==> config.mk <==
export PLATFORM = sky130hd
export DESIGN_NAME = icache_tag_lookup
export DESIGN_NICKNAME = d
export VERILOG_FILES = /design/src/design/icache_pkg.sv /design/src/design/icache_tag_lookup.sv
export SDC_FILE = /design/constraint.sdc
export NUM_CORES = 1
export LEC_CHECK = 0
export BUFFER_PORTS_ARGS = -buffer_cell sky130_fd_sc_hd__buf_2
export CAP_MARGIN = 20
export CORE_AREA = 2 2 254 256
export DETAILED_ROUTE_END_ITERATION = 8
export DIE_AREA = 0 0 256 258
export PLACE_DENSITY = 0.34
export SLEW_MARGIN = 10
export SYNTH_ARGS = -nofsm -noshare
export SYNTH_HDL_FRONTEND = slang
export SYNTH_SLANG_ARGS = --single-unit
==> constraint.sdc <==
create_clock -name clk_i -period 24.2 [get_ports clk_i]
set_input_delay 4.84 -clock clk_i [delete_from_list [all_inputs] [get_ports clk_i]]
set_output_delay 4.84 -clock clk_i [all_outputs]
set_load 0.02 [all_outputs]
==> src/design/icache_pkg.sv <==
`default_nettype none

package icache_pkg;

  ////////////////////////////////////////////////////////////
  // Widths
  ////////////////////////////////////////////////////////////
  localparam int addr_width_c        = 32;
  localparam int instr_width_c       = 32;
  localparam int block_width_c       = 128;
  localparam int ways_c              = 2;
  localparam int sets_c              = 64;
  localparam int offset_width_c      = 4;
  localparam int index_width_c       = 6;
  localparam int ptag_width_c        = 20;
  // Index and offset both sit inside the page offset
  localparam int page_offset_width_c = offset_width_c + index_width_c + 2;

  ////////////////////////////////////////////////////////////
  // Payload and stage records
  ////////////////////////////////////////////////////////////
  typedef logic [block_width_c-1:0] block_t;

  typedef struct packed {
    logic                    v;
    logic [ptag_width_c-1:0] tag;
  } tag_entry_s;

  typedef struct packed {
    logic [addr_width_c-1:0] vaddr;
  } fetch_req_s;

  typedef struct packed {
    logic                     v;
    logic [index_width_c-1:0] index;
  } array_rd_s;

  typedef struct packed {
    logic                     v;
    logic [index_width_c-1:0] index;
    logic [ways_c-1:0]        way;
    tag_entry_s               entry;
    block_t                   block;
  } array_wr_s;

  typedef struct packed {
    logic                    v;
    logic [addr_width_c-1:0] paddr;
    logic [ways_c-1:0]       hit;
    logic [ways_c-1:0]       way_v;
    block_t [ways_c-1:0]     blocks;
  } tv_stage_s;

endpackage

`default_nettype wire

==> src/design/icache_tag_lookup.sv <==
`default_nettype none

module icache_tag_lookup
  (input wire                                            clk_i
   , input wire                                          reset_i

   // Decode
   , input wire                                          fetch_v_i
   , input wire icache_pkg::fetch_req_s                  fetch_req_i
   , output logic                                        ready_o
   , output icache_pkg::array_rd_s                       rd_o

   // Tag lookup
   , input wire                                          ptag_v_i
   , input wire [icache_pkg::ptag_width_c-1:0]           ptag_i
   , input wire icache_pkg::tag_entry_s [icache_pkg::ways_c-1:0] tags_i
   , input wire icache_pkg::block_t [icache_pkg::ways_c-1:0]     blocks_i

   // Feedback from tag verify
   , input wire                                          accept_ok_i
   , input wire                                          miss_now_i

   , output icache_pkg::tv_stage_s                       tv_o
   );

  logic                                  accept;
  logic                                  tl_v_r;
  logic [icache_pkg::addr_width_c-1:0]   vaddr_tl_r;
  logic [icache_pkg::ways_c-1:0]         hit_tl;
  logic [icache_pkg::ways_c-1:0]         way_v_tl;
  logic                                  tv_we;
  logic                                  tv_v_r;
  icache_pkg::tv_stage_s                 tv_n;
  icache_pkg::tv_stage_s                 tv_r;

  ////////////////////////////////////////////////////////////
  // Decode
  ////////////////////////////////////////////////////////////
  assign ready_o = accept_ok_i;
  assign accept  = fetch_v_i & accept_ok_i;

  // Index read goes out in the accept cycle
  assign rd_o = '{v: accept,
                  index: fetch_req_i.vaddr[icache_pkg::offset_width_c +:
                                           icache_pkg::index_width_c]};

  always_ff @(posedge clk_i)
  begin
    if (reset_i)
      tl_v_r <= 1'b0;
    else
      tl_v_r <= accept;
  end

  always_ff @(posedge clk_i)
  begin
    if (accept)
      vaddr_tl_r <= fetch_req_i.vaddr;
  end

  ////////////////////////////////////////////////////////////
  // Tag lookup
  ////////////////////////////////////////////////////////////
  always_comb
  begin
    for (int w = 0; w < icache_pkg::ways_c; w++)
    begin
      way_v_tl[w] = tags_i[w].v;
      hit_tl[w]   = tags_i[w].v & (tags_i[w].tag == ptag_i);
    end
  end

  // Lost ptag or a miss ahead of us drops this fetch
  assign tv_we = tl_v_r & ptag_v_i & ~miss_now_i;

  assign tv_n = '{v: tv_we,
                  paddr: {ptag_i, vaddr_tl_r[icache_pkg::page_offset_width_c-1:0]},
                  hit: hit_tl,
                  way_v: way_v_tl,
                  blocks: blocks_i};

  always_ff @(posedge clk_i)
  begin
    if (reset_i)
      tv_v_r <= 1'b0;
    else
      tv_v_r <= tv_we;
  end

  always_ff @(posedge clk_i)
  begin
    if (tv_we)
      tv_r <= tv_n;
  end

  always_comb
  begin
    tv_o   = tv_r;
    tv_o.v = tv_v_r;
  end

endmodule

`default_nettype wire

### Yosys cells after proc, flatten, opt, wreduce, memory -nomap -nowiden

Index checks and enable logic that the tools add are counted.

* eq/ne operators: 2
* bitwise logic cells: 6

Operators with widths (number)
* $eq A20 B20 Y1: 2
* $and A1 B1 Y1: 5
* $not A1 Y1: 1

* register bits after elaboration: 306
* bits of input ports: 356
* output and inout bits: 301
* logic and storage cells: 16

### Logic depth before layout (Yosys ltp)

* word-level depth: 2
* gate-level depth with buffers: 4

### Least setup slack after synthesis

Ideal clock, no wire load.

* path type: input to register
* from: input ptag_v_i
* to: register tv_r, in the netlist tv_o[0], enable pin
* data arrival time: 17060 ps
* required time: 23245 ps
* setup slack: 6186 ps
* stages on the path: 2
* path buffers: 0
* cell sequence: nand2_1 > nor2_1

* word-level cells in the longest chain between the ends: 2

RTL lines
* start, declared: line icache_tag_lookup.sv:14 `, input wire ptag_v_i`
* $and A1 B1 Y1 (2 in a row): line icache_tag_lookup.sv:74 `assign tv_we = tl_v_r & ptag_v_i & ~miss_now_i;`
* named net tv_we: line icache_tag_lookup.sv:31 `logic tv_we;`
* end signal, assigned: line icache_tag_lookup.sv:93 `tv_r <= tv_n;`
* end, declared: line icache_tag_lookup.sv:34 `icache_pkg::tv_stage_s tv_r;`

The timed path passes the listed nets, and every way through them passes these cells.
A chain may end at the register's enable or synchronous reset.

==> metrics.md <==
| Metric | Value |
|---|---|
| Starting Density | `15.3%` |
| CTS H-tree lvls | `2` |
| Core ar. | `~64000 um2` |
| Top post-synthesis cells by area | `edfxtp_1, xnor2_1, xor2_1` |
| Root Driver | `clkbuf_16` |
| Setup repair after global routing missed its margin | `false` |
| Initial antenna violation count | `9` |
| Row cnt | `slightly above 90` |
| Avg Inst Size Synth | `approximately 26 um2` |
| F_max | `about 0.094 GHz` |
| Hold buffer count at cts | `0` |
| Area leader, netlist | `edfxtp_1` |
| Ys async rst share | `0%` |
| Post-CTS setup buffer count | `0` |
| Grt ovf | `0` |
| PortBufs | `around 640` |
| WL final | `~34 mm` |
| Pin slew with the least headroom to its limit | `~970 ps` |
| TritonCTS Buffers | `39` |
| Die Width | `between 200 and 300 um` |
| Status | `completed` |
| CP Data Arrival Time | `between 5000 and 6000 ps` |
| Fraction of layout cells with a size suffix above 1 | `between 60 and 70%` |
| Syn Nets | `730` |
| Synth-to-Final Area Change | `56.2%` |
| Vias/cell | `between 3 and 4` |
| Seq/Total Area, Yosys | `a little over nine tenths` |
| Final worst path period share | `43.8%` |
| Placer Congestion | `just under 0.8` |
| Synthesized area | `a little under 10000 um2` |
| GRT Total Usage | `roughly a tenth` |
| Die H | `between 200 and 300 um` |
| Hold Crit Class | `reg2reg` |
| Yosys warns | `0` |
| Number of synthesized flops with an enable pin | `between 300 and 400` |
| Final Critical Period | `~11000 ps` |
| Count leader, synth | `edfxtp_1` |
| Slew headroom | `approximately a third` |
| Synth unique cells | `14` |
| Yosys top cell area share | `between 90% and 100%` |
| Sinks on Clock Net | `306` |
| Number of global-route vias before repair | `6670` |
| Reg clk slew, reported paths | `around 60 ps` |
| Yosys reg bits | `~300` |
| Largest net degree at the start of global routing | `69` |
| Number of top-level pins | `roughly 660` |
| Synth cell count leaders | `edfxtp_1, xnor2_1, xor2_1` |
| Setup TNS | `0 ps` |
| Pwr dens | `79.7 nW/um2` |
| Setup-failing EPs final | `0` |
| CP Capture Type | `output port` |
| DP Wirelength | `around 26 mm` |
| CP Data Required Time | `between 15000 and 20000 ps` |
| First-pass GRT wire length | `between 40 and 50 mm` |
| Gate Count Post-Synth | `around 370` |
| Critical path startpoint category | `input port` |
| TritonCTS clock tree | `yes` |
| First-pass DRT Iterations | `4` |
| CTS Buffer Depth | `3` |
| Clk Latency, worst-skew pair | `550 ps` |
| Peak supply drop | `approximately 0.04 mV` |
| Pwr Total | `~1.2 mW` |
| Post-CTS sizing | `0` |
| Final hold violations | `0` |
| Final-stage net count | `1402` |
| DRC errors left | `0` |
| Die area | `around 66000 um2` |
| WS Path Type | `in2out` |
| Maximum fanout along the worst path | `14` |
| Final count of pins violating max slew | `0` |
| Fin Clk Skew | `18.0 ps` |
| Fill count | `around 6800` |
| Avg WL per Cell | `17.4 um` |
| Number of max-cap violations | `0` |
| Leak pwr | `approximately 6 nW` |
| Top_reg_cell synth | `edfxtp_1` |
| Routed Antenna Nets | `0` |
| Iter 0 DRT Violations | `308` |
| Vias | `approximately 6200` |
==> per-stage QoR <==
stage	hold slack, ps	setup WS [ps]	area (um2)	util, %	std cells
after detailed placement	406	13520	13900	21.9	1860
after CTS	416	13520	15200	23.8	1929
after global routing	428	13450	15200	23.8	1933
after floorplan	400	6190	9710	-	374
final	416	13590	15200	23.8	1933
after global placement	402	13560	13900	21.9	1860
==> critical path: stages <==
cell,delay (ps)
buf_2,100
and2_1,540
buf_2,290
==> where the power goes <==
part           switching, mW  internal (mW)  leakage [nW]
Sequential           0.00148          0.591          2.77
Combinational         0.0271         0.0264          2.66
Clock                  0.227          0.335         0.588
==> registers in the layout, summed over array words and instances, names as in the netlist <==
register    flops
tl_v_r          1
tv_o          292
tv_v_r          1
vaddr_tl_r     12
==> path summary, 6_finish.rpt <==
check,to,start,cells past startpoint,slack (ps)
worst max-delay path,rd_o[6],accept_ok_i,3,13590
worst min register to register,tv_o[261],vaddr_tl_r[1],0,420
worst max register to register,tv_o[123],tl_v_r,4,20970
worst min-delay path,tv_o[261],vaddr_tl_r[1],0,420
==> cells in the final DEF, fill, tap and decap left out <==
| master | count |
|---|---|
| buf_2 | 636 |
| edfxtp_1 | 304 |
| clkbuf_16 | 40 |
| xnor2_1 | 24 |
| xor2_1 | 16 |
| clkinv_1 | 9 |
| clkbuf_1 | 9 |
| nand4_1 | 6 |
| diode_2 | 4 |
| nor4_1 | 4 |
| buf_4 | 4 |
| bufinv_16 | 3 |
| nand3_1 | 2 |
| nor4_2 | 2 |
| inv_6 | 2 |
| clkinv_2 | 2 |
| clkinvlp_4 | 2 |
| dfxtp_1 | 2 |
| nand2_1 | 1 |
| nor2_4 | 1 |
| and2_1 | 1 |
| nor2b_1 | 1 |
| nor3_1 | 1 |
| clkinv_8 | 1 |
| clkinv_4 | 1 |
==> metal layers <==
metal | global-route usage (%) | vias to the layer above | part of all wire (%)
met2 | 17.8 | 372 | 53
met1 | 9.33 | 2959 | 33
met4 | 4.27 | 4 | 3.1
li1 | - | 2843 | -
met3 | 4.43 | 68 | 11
met5 | 0 | - | 0.080
==> cells by family after synthesis <==
family | after synthesis | synth area share, %
xor+xnor | 40 | 3.61
buf+inv | 9 | 0.696
flops | 306 | 94.4
simple gates | 19 | 1.26
==> final cells by class <==
class                      instances  area (um2)  share of cell area, %
antenna                            4        10.0                 0.0660
clock buffer                      49        1030                   6.82
clock inverter                    20         191                   1.26
multi-input combinational         59         480                   3.17
sequential                       306        9170                   60.4
tap                              855        1070                   7.05
timing repair buffer             640        3210                   21.2
Note: power is estimated with default switching activity, not from simulation.
