===== config.mk =====
export PLATFORM = sky130hd
export DESIGN_NAME = icache_tag_verify
export DESIGN_NICKNAME = d
export VERILOG_FILES = /design/src/design/icache_pkg.sv /design/src/design/icache_tag_verify.sv
export SDC_FILE = /design/constraint.sdc
export NUM_CORES = 1
export LEC_CHECK = 0
export ABC_AREA = 1
export BUFFER_PORTS_ARGS = -buffer_cell sky130_fd_sc_hd__buf_2
export CAP_MARGIN = 15
export CORE_AREA = 2 2 251 253
export CTS_BUF_LIST = sky130_fd_sc_hd__clkbuf_16
export DETAILED_ROUTE_END_ITERATION = 10
export DIE_AREA = 0 0 253 255
export GPL_ROUTABILITY_DRIVEN = 0
export PLACE_DENSITY_LB_ADDON = 0.08
export SYNTH_ARGS = -nofsm -noshare
export SYNTH_HDL_FRONTEND = slang
export SYNTH_SLANG_ARGS = --single-unit

===== constraint.sdc =====
create_clock -name clk_i -period 1.7 [get_ports clk_i]
set_input_delay 0.34 -clock clk_i [delete_from_list [all_inputs] [get_ports clk_i]]
set_output_delay 0.34 -clock clk_i [all_outputs]
set_load 0.1 [all_outputs]

===== src/design/icache_pkg.sv =====
`default_nettype none

package icache_pkg;

  ////////////////////////////////////////////////////////////
  // Widths
  ////////////////////////////////////////////////////////////
  localparam int addr_width_c        = 32;
  localparam int instr_width_c       = 32;
  localparam int block_width_c       = 128;
  localparam int ways_c              = 2;
  localparam int sets_c              = 64;
  localparam int offset_width_c      = 4;
  localparam int index_width_c       = 6;
  localparam int ptag_width_c        = 20;
  // Index and offset both sit inside the page offset
  localparam int page_offset_width_c = offset_width_c + index_width_c + 2;

  ////////////////////////////////////////////////////////////
  // Payload and stage records
  ////////////////////////////////////////////////////////////
  typedef logic [block_width_c-1:0] block_t;

  typedef struct packed {
    logic                    v;
    logic [ptag_width_c-1:0] tag;
  } tag_entry_s;

  typedef struct packed {
    logic [addr_width_c-1:0] vaddr;
  } fetch_req_s;

  typedef struct packed {
    logic                     v;
    logic [index_width_c-1:0] index;
  } array_rd_s;

  typedef struct packed {
    logic                     v;
    logic [index_width_c-1:0] index;
    logic [ways_c-1:0]        way;
    tag_entry_s               entry;
    block_t                   block;
  } array_wr_s;

  typedef struct packed {
    logic                    v;
    logic [addr_width_c-1:0] paddr;
    logic [ways_c-1:0]       hit;
    logic [ways_c-1:0]       way_v;
    block_t [ways_c-1:0]     blocks;
  } tv_stage_s;

endpackage

`default_nettype wire


===== src/design/icache_tag_verify.sv =====
`default_nettype none

module icache_tag_verify
  #(parameter int sets_p = 64
    )
  (input wire                                         clk_i
   , input wire                                       reset_i
   , input wire icache_pkg::tv_stage_s                tv_i

   // Fill from memory
   , input wire                                       refill_v_i
   , input wire icache_pkg::block_t                   refill_block_i
   , output icache_pkg::array_wr_s                    wr_o

   // Back to tag lookup
   , output logic                                     accept_ok_o
   , output logic                                     miss_now_o

   // Results
   , output logic [icache_pkg::instr_width_c-1:0]     data_o
   , output logic                                     data_v_o
   , output logic                                     miss_v_o
   , output logic                                     miss_req_v_o
   , output logic [icache_pkg::addr_width_c-1:0]      miss_req_addr_o
   );

  typedef enum logic {e_ready, e_miss} state_e;

  state_e                                state_r;
  state_e                                state_n;
  logic [sets_p-1:0]                     lru_r;
  logic [icache_pkg::index_width_c-1:0]  tv_index;
  logic [icache_pkg::index_width_c-1:0]  miss_index;
  logic [icache_pkg::addr_width_c-1:0]   tv_block_addr;
  logic [icache_pkg::addr_width_c-1:0]   miss_addr_r;
  logic [icache_pkg::ways_c-1:0]         miss_way_v_r;
  logic                                  hit_any;
  logic                                  hit_id;
  icache_pkg::block_t                    hit_block;
  logic [icache_pkg::ways_c-1:0]         victim_oh;
  logic                                  invalid_found;

  assign tv_index      = tv_i.paddr[icache_pkg::offset_width_c +: icache_pkg::index_width_c];
  assign miss_index    = miss_addr_r[icache_pkg::offset_width_c +: icache_pkg::index_width_c];
  assign tv_block_addr = {tv_i.paddr[icache_pkg::addr_width_c-1:icache_pkg::offset_width_c],
                          {icache_pkg::offset_width_c{1'b0}}};

  ////////////////////////////////////////////////////////////
  // Hit select and word select
  ////////////////////////////////////////////////////////////
  always_comb
  begin
    hit_block = '0;
    hit_id    = 1'b0;
    for (int w = 0; w < icache_pkg::ways_c; w++)
    begin
      if (tv_i.hit[w])
      begin
        hit_block = hit_block | tv_i.blocks[w];
        hit_id    = 1'(w);
      end
    end
  end

  assign hit_any  = |tv_i.hit;
  assign data_o   = hit_block[tv_i.paddr[icache_pkg::offset_width_c-1:2] *
                              icache_pkg::instr_width_c +: icache_pkg::instr_width_c];
  assign data_v_o = tv_i.v & hit_any;
  assign miss_v_o = tv_i.v & ~hit_any;

  assign miss_now_o  = miss_v_o;
  assign accept_ok_o = (state_r == e_ready) & ~miss_v_o;

  ////////////////////////////////////////////////////////////
  // Miss FSM
  ////////////////////////////////////////////////////////////
  always_comb
  begin
    case (state_r)
      e_ready: state_n = miss_v_o ? e_miss : e_ready;
      e_miss:  state_n = refill_v_i ? e_ready : e_miss;
      default: state_n = e_ready;
    endcase
  end

  always_ff @(posedge clk_i)
  begin
    if (reset_i)
      state_r <= e_ready;
    else
      state_r <= state_n;
  end

  always_ff @(posedge clk_i)
  begin
    if (miss_v_o)
    begin
      miss_addr_r  <= tv_block_addr;
      miss_way_v_r <= tv_i.way_v;
    end
  end

  // Request level rises together with the miss strobe
  assign miss_req_v_o    = (state_r == e_miss) | miss_v_o;
  assign miss_req_addr_o = miss_v_o ? tv_block_addr : miss_addr_r;

  ////////////////////////////////////////////////////////////
  // Victim choice and refill write
  ////////////////////////////////////////////////////////////
  always_comb
  begin
    victim_oh     = '0;
    invalid_found = 1'b0;
    for (int w = 0; w < icache_pkg::ways_c; w++)
    begin
      if (!miss_way_v_r[w] && !invalid_found)
      begin
        victim_oh[w]  = 1'b1;
        invalid_found = 1'b1;
      end
    end
    // LRU way when both ways are valid
    if (!invalid_found)
      victim_oh[lru_r[miss_index]] = 1'b1;
  end

  assign wr_o = '{v: (state_r == e_miss) & refill_v_i,
                  index: miss_index,
                  way: victim_oh,
                  entry: '{v: 1'b1,
                           tag: miss_addr_r[icache_pkg::addr_width_c-1 -:
                                            icache_pkg::ptag_width_c]},
                  block: refill_block_i};

  // LRU bit names the way to evict next
  always_ff @(posedge clk_i)
  begin
    if (reset_i)
      lru_r <= '0;
    else if (data_v_o)
      lru_r[tv_index] <= ~hit_id;
    else if (wr_o.v)
      lru_r[miss_index] <= ~victim_oh[1];
  end

endmodule

`default_nettype wire


Yosys cells after proc, flatten, opt, wreduce, memory -nomap -nowiden:

Index checks and enable logic that the tools add are counted.

* bits in registers: 99
* word-level logic and storage cells: 53
* output and inout bits: 227

* bitwise logic cells: 12
* muxes and demuxes: 23
* shifts and indexed selects: 1
* order comparisons: 6
* reductions and logical operators: 7

Operators with widths (number)
* 128-bit 2-to-1 mux: 2
* 64-bit bitwise mux: 2
* 64-bit 2-to-1 mux: 2
* 128-bit bitwise OR: 1
* 128-bit by 8-bit indexed part select with 32-bit output: 1
* 32-bit 2-to-1 mux: 1
* 6-bit by 7-bit < comparator with 1-bit output (second input constant): 2
* 1-bit demux with 6-bit select: 2
* 6-bit by 1-bit >= comparator with 1-bit output (second input constant): 2
* 1-bit 2-to-1 mux: 10
* 1-bit binary-select mux with 6-bit select: 1
* 1-bit NOT: 5
* 1-bit AND: 4
* 1-bit logical AND: 4
* 1-bit by 2-bit < comparator with 1-bit output (second input constant): 1
* 2-bit 2-to-1 mux: 1
* 2-bit bitwise OR: 1
* 1-bit one-hot mux with 2 select lines: 1
* 2-bit nonzero test: 1
* 2-bit OR reduction: 1
* 1-bit demux with 1-bit select: 1
* 1-bit >= comparator (second input constant): 1
* 1-bit zero test: 1
* 1-bit bitwise OR: 1

Longest topological paths before layout:

* word-level depth: 12
* mapped depth: 18
* gate-level depth less buffers: 14

Least setup slack after synthesis:

OpenSTA, ideal clock, no wires.

* path kind: in2out
* from: input port tv_i[259] (netlist name)
* to: output port data_o[0] (netlist name)
* data arrival time: 3.346 ns
* slack: -1.986 ns
* cell stages on the path: 4
* path buffers: 2
* cell sequence: clkbuf_1 clkbuf_1 a221oi_1 o32ai_1

* cells in the longest elaborated chain, start to end: 2

Ends and longest elaborated chain
* from (decl): line icache_tag_verify.sv:8 `, input wire icache_pkg::tv_stage_s tv_i`
* 128-bit 2-to-1 mux: line icache_tag_verify.sv:57 `if (tv_i.hit[w])`
* 128-bit by 8-bit indexed part select with 32-bit output: line icache_tag_verify.sv:66 `assign data_o = hit_block[tv_i.paddr[icache_pkg::offset_width_c-1:2] *`
* to (decl): line icache_tag_verify.sv:20 `, output logic [icache_pkg::instr_width_c-1:0] data_o`

Every way passes these cells.

==> impl_metrics.toml <==
[grt]
grt-ovfl-total = 0
antenna_found_initial = 16
grt_start_max_net_pins = 65
grt_usage_pct = 19.3
grt_pass1_vias = 12600
grt_pass1_wl_um = 91100

[timing]
finalHoldViolations = 0
drv_slew = 0
tightest_slew_ps = 504
max_freq_mhz = 413
fin_ws_ps = -721
relSlewSlack_pct = 66.4
period_needed_ps = 2420
fin_hold_ws_ps = 120
setup_violations = 135
fin_crit_sh_pct = 142
rsz0062_at_grt = "true"
fin_skew_ps = 15.4

[synth]
syn-cell-area_um2 = 9250
syn_nets = 1875
ys.flop_type = "dfxtp_1"
synth.distinct_cells = 34
synthArstFlopShare_pct = 0
synth_edf_count = 2
yosysWarnings = 0
synth_top_cell_by_area = "dfxtp_1"
synth_area_leaders = "dfxtp_1 (21%), nand2_1 (16%), buf_4 (13%)"
avgSynthCellArea_um2 = 6.38
synth_top_area_share_pct = 21.0
postSynthCellCount = 1451
synth_seq_cells = 99
synth_seq_area_share_pct = 21.6

[status]
violations = "negative setup slack"
status = "complete, but fails checks"

[die]
initial_core_util_pct = 14.9
rows = 92
coreArea_um2 = 62200
die_h_um = 255
die-area_um2 = 64500
ios = 651
die_w_um = 253

[routing]
drc = 0
wl_met1_um = 27500
wl_met3_um = 5860
via_per_inst = 4.53
vias = 12500
drt-initial-drc-count = 718
postRouteAntennaNets = 0
dr_wl_met2_um = 30800
avgRoutedWirePerCell_um = 23.6
top_layer = "met5"
detail_route.first_pass.iterations = 6
drt-total-wl_um = 65200

[setup_path]
cp.arrival_ps = 2080
cp-start-kind = "register"
crit_path_max_fanout = 6
reg2reg_slack_ps = -600
regToRegEndpoint = "lru_r[32]$_SDFFE_PP0P_"
crit_type = "reg -> out"
critPathLaunch = "miss_addr_r[4]$_DFF_P_"
endpoint_kind = "output pin"
crit_required_ps = 1360
rr_worst_depth = 15
r2r_start = "miss_addr_r[4]$_DFF_P_"

[layout]
fillers = 6639
multiInputGateArea_um2 = 7870
drive_above_1_share_pct = 53.0
area_growth_pct = 105
seqCellArea_um2 = 2010
finalNetCount = 2372
fin_util_pct = 30.5

[power]
powerDensity_nw_per_um2 = 673
vdd_drop_max_uv = 500
power.leakage_uw = 0.00845

[job]
drv_cap = 0

[clock_tree]
cts_buffers = 9
cts_root_buf = "clkbuf_16"
clkSinkCount = 99
clock_path_buffers = 2
clk-insertion-delay-late_ps = 390
cts_hold_buf = 0
cts_tree = "built"
h-tree-depth = 3
clk_pin_slew_ps = 100

[placement]
dpl.hpwl_um = 46900
io_buffers = 391

[min_path]
holdCritStartpoint = "tv_i[257]"
hold_end = "miss_way_v_r[1]$_DFFE_PP_"
whs_path_depth = 1
hold_path_class = "in -> reg"
placed cells by master (no fill, tap or decap), types with 19 or more instances in the layout:
cell type and n:
nand2_4 68, dfxtp_1 92, buf_4 219, a221oi_2 33
o21a_1 28, nand2_1 288, a21oi_1 83, buf_6 37
nand3_1 25, nor2_1 96, nand2_2 32, inv_1 115
o21ai_0 74, o32ai_4 32, a21boi_0 19, a221o_1 31
buf_2 310, a221oi_4 58, buf_12 125
area by class of cell:
type                            instances  area share, %
Antenna cell                            6         0.0793
Clock buffer                            9           1.19
Clock inverter                          7          0.443
Inverter                              131           2.87
Multi-Input combinational cell        971           41.6
Sequential cell                        99           10.6
Tap cell                              799           5.28
Timing Repair Buffer                  735           37.9
Timing Repair inverter                  1         0.0463
flip-flops by register name (all words and copies together), names as in the netlist:
| name | count |
|---|---|
| lru_r | 64 |
| miss_addr_r | 32 |
| miss_way_v_r | 2 |
| state_r | 1 |
metrics by stage:
stage	area [um^2]	setup TNS, ps	worst slack (ps)	power (uW)	std cells
6_report	18900	-44180	-721	12700	2758
5_1_grt	18900	-57740	-869	13300	2755
4_1_cts	18600	-50400	-786	12800	2744
3_5_place_dp	15800	-46610	-546	9480	2663
3_3_place_gp	15800	-46500	-549	9500	2663
2_1_floorplan	11300	-11590	-532	8260	1451
Yosys cell counts, types with 2 or more instances:
library cell  instances
nand2_1             394
a221oi_1             96
clkbuf_1             63
o32ai_1              32
nand3_1              28
clkinv_1              3
o21ai_0              83
a221o_1              31
a21oi_1              86
inv_1               119
nor2_1              108
a21boi_0             19
a22oi_1               7
inv_2                 9
dfxtp_1              97
edfxtp_1              2
o21a_1               28
buf_1                13
o211ai_1              4
a22o_1               16
o21ai_1               3
nor3_4                5
or2_2                 2
nor3_1                6
a21boi_1              9
buf_4               159
buf_6                 5
buf_2                10
o22ai_1               9
layer usage:
metal  vias to the layer above  track usage, %
met2                       582            32.0
met5                         -            2.33
met3                        63            6.78
met1                      5950            24.1
li1                       5876               -
met4                        18            3.58
critical path: stages (launching register included):
cell        delay (ps)
dfxtp_4            400
buf_12             140
buf_8              130
nand2_1             70
nand3_1             90
nand2_1             70
o21ai_2            130
nand3_2            100
nor2_2             120
nand2_2             80
nand2_4             90
clkinvlp_4         100
buf_12             170
logic make-up (layout without fill, tap and decap cells):
| group | Yosys count | after routing | share of synthesized area, % |
|---|---|---|---|
| AND/OR/NAND/NOR | 547 | 547 | 23.5 |
| AO/OA/AOI/OAI | 423 | 423 | 32.3 |
| buffers and inverters | 381 | 883 | 22.5 |
| other | 1 | 7 | 0.0405 |
| flip-flops | 99 | 99 | 21.6 |
report_power, final:
group | total [uW] | internal, uW | switching [uW]
Sequential | 2600 | 2460 | 144
Clock | 2310 | 1070 | 1240
Combinational | 7840 | 3040 | 4800
Total | 12700 | 6560 | 6180
how the worst max path moves through the flow:
stage | end | slack (ps) | depth (start not counted)
after floorplan | wr_o[150] | -530 | 13
after global placement | wr_o[149] | -550 | 11
after detailed placement | lru_r[8]$_SDFFE_PP0P_ | -550 | 13
after CTS | wr_o[150] | -790 | 12
after global routing | wr_o[150] | -870 | 15
final | wr_o[150] | -720 | 12
what timing repair did:
action | CTS | global route
gates cloned | 27 | 3
endpoints found under the setup margin | 138 | 135
setup buffers | 43 | 14
pin swaps | 80 | 66
resized for setup | 306 | 78
(Power assumes the default switching activity.)
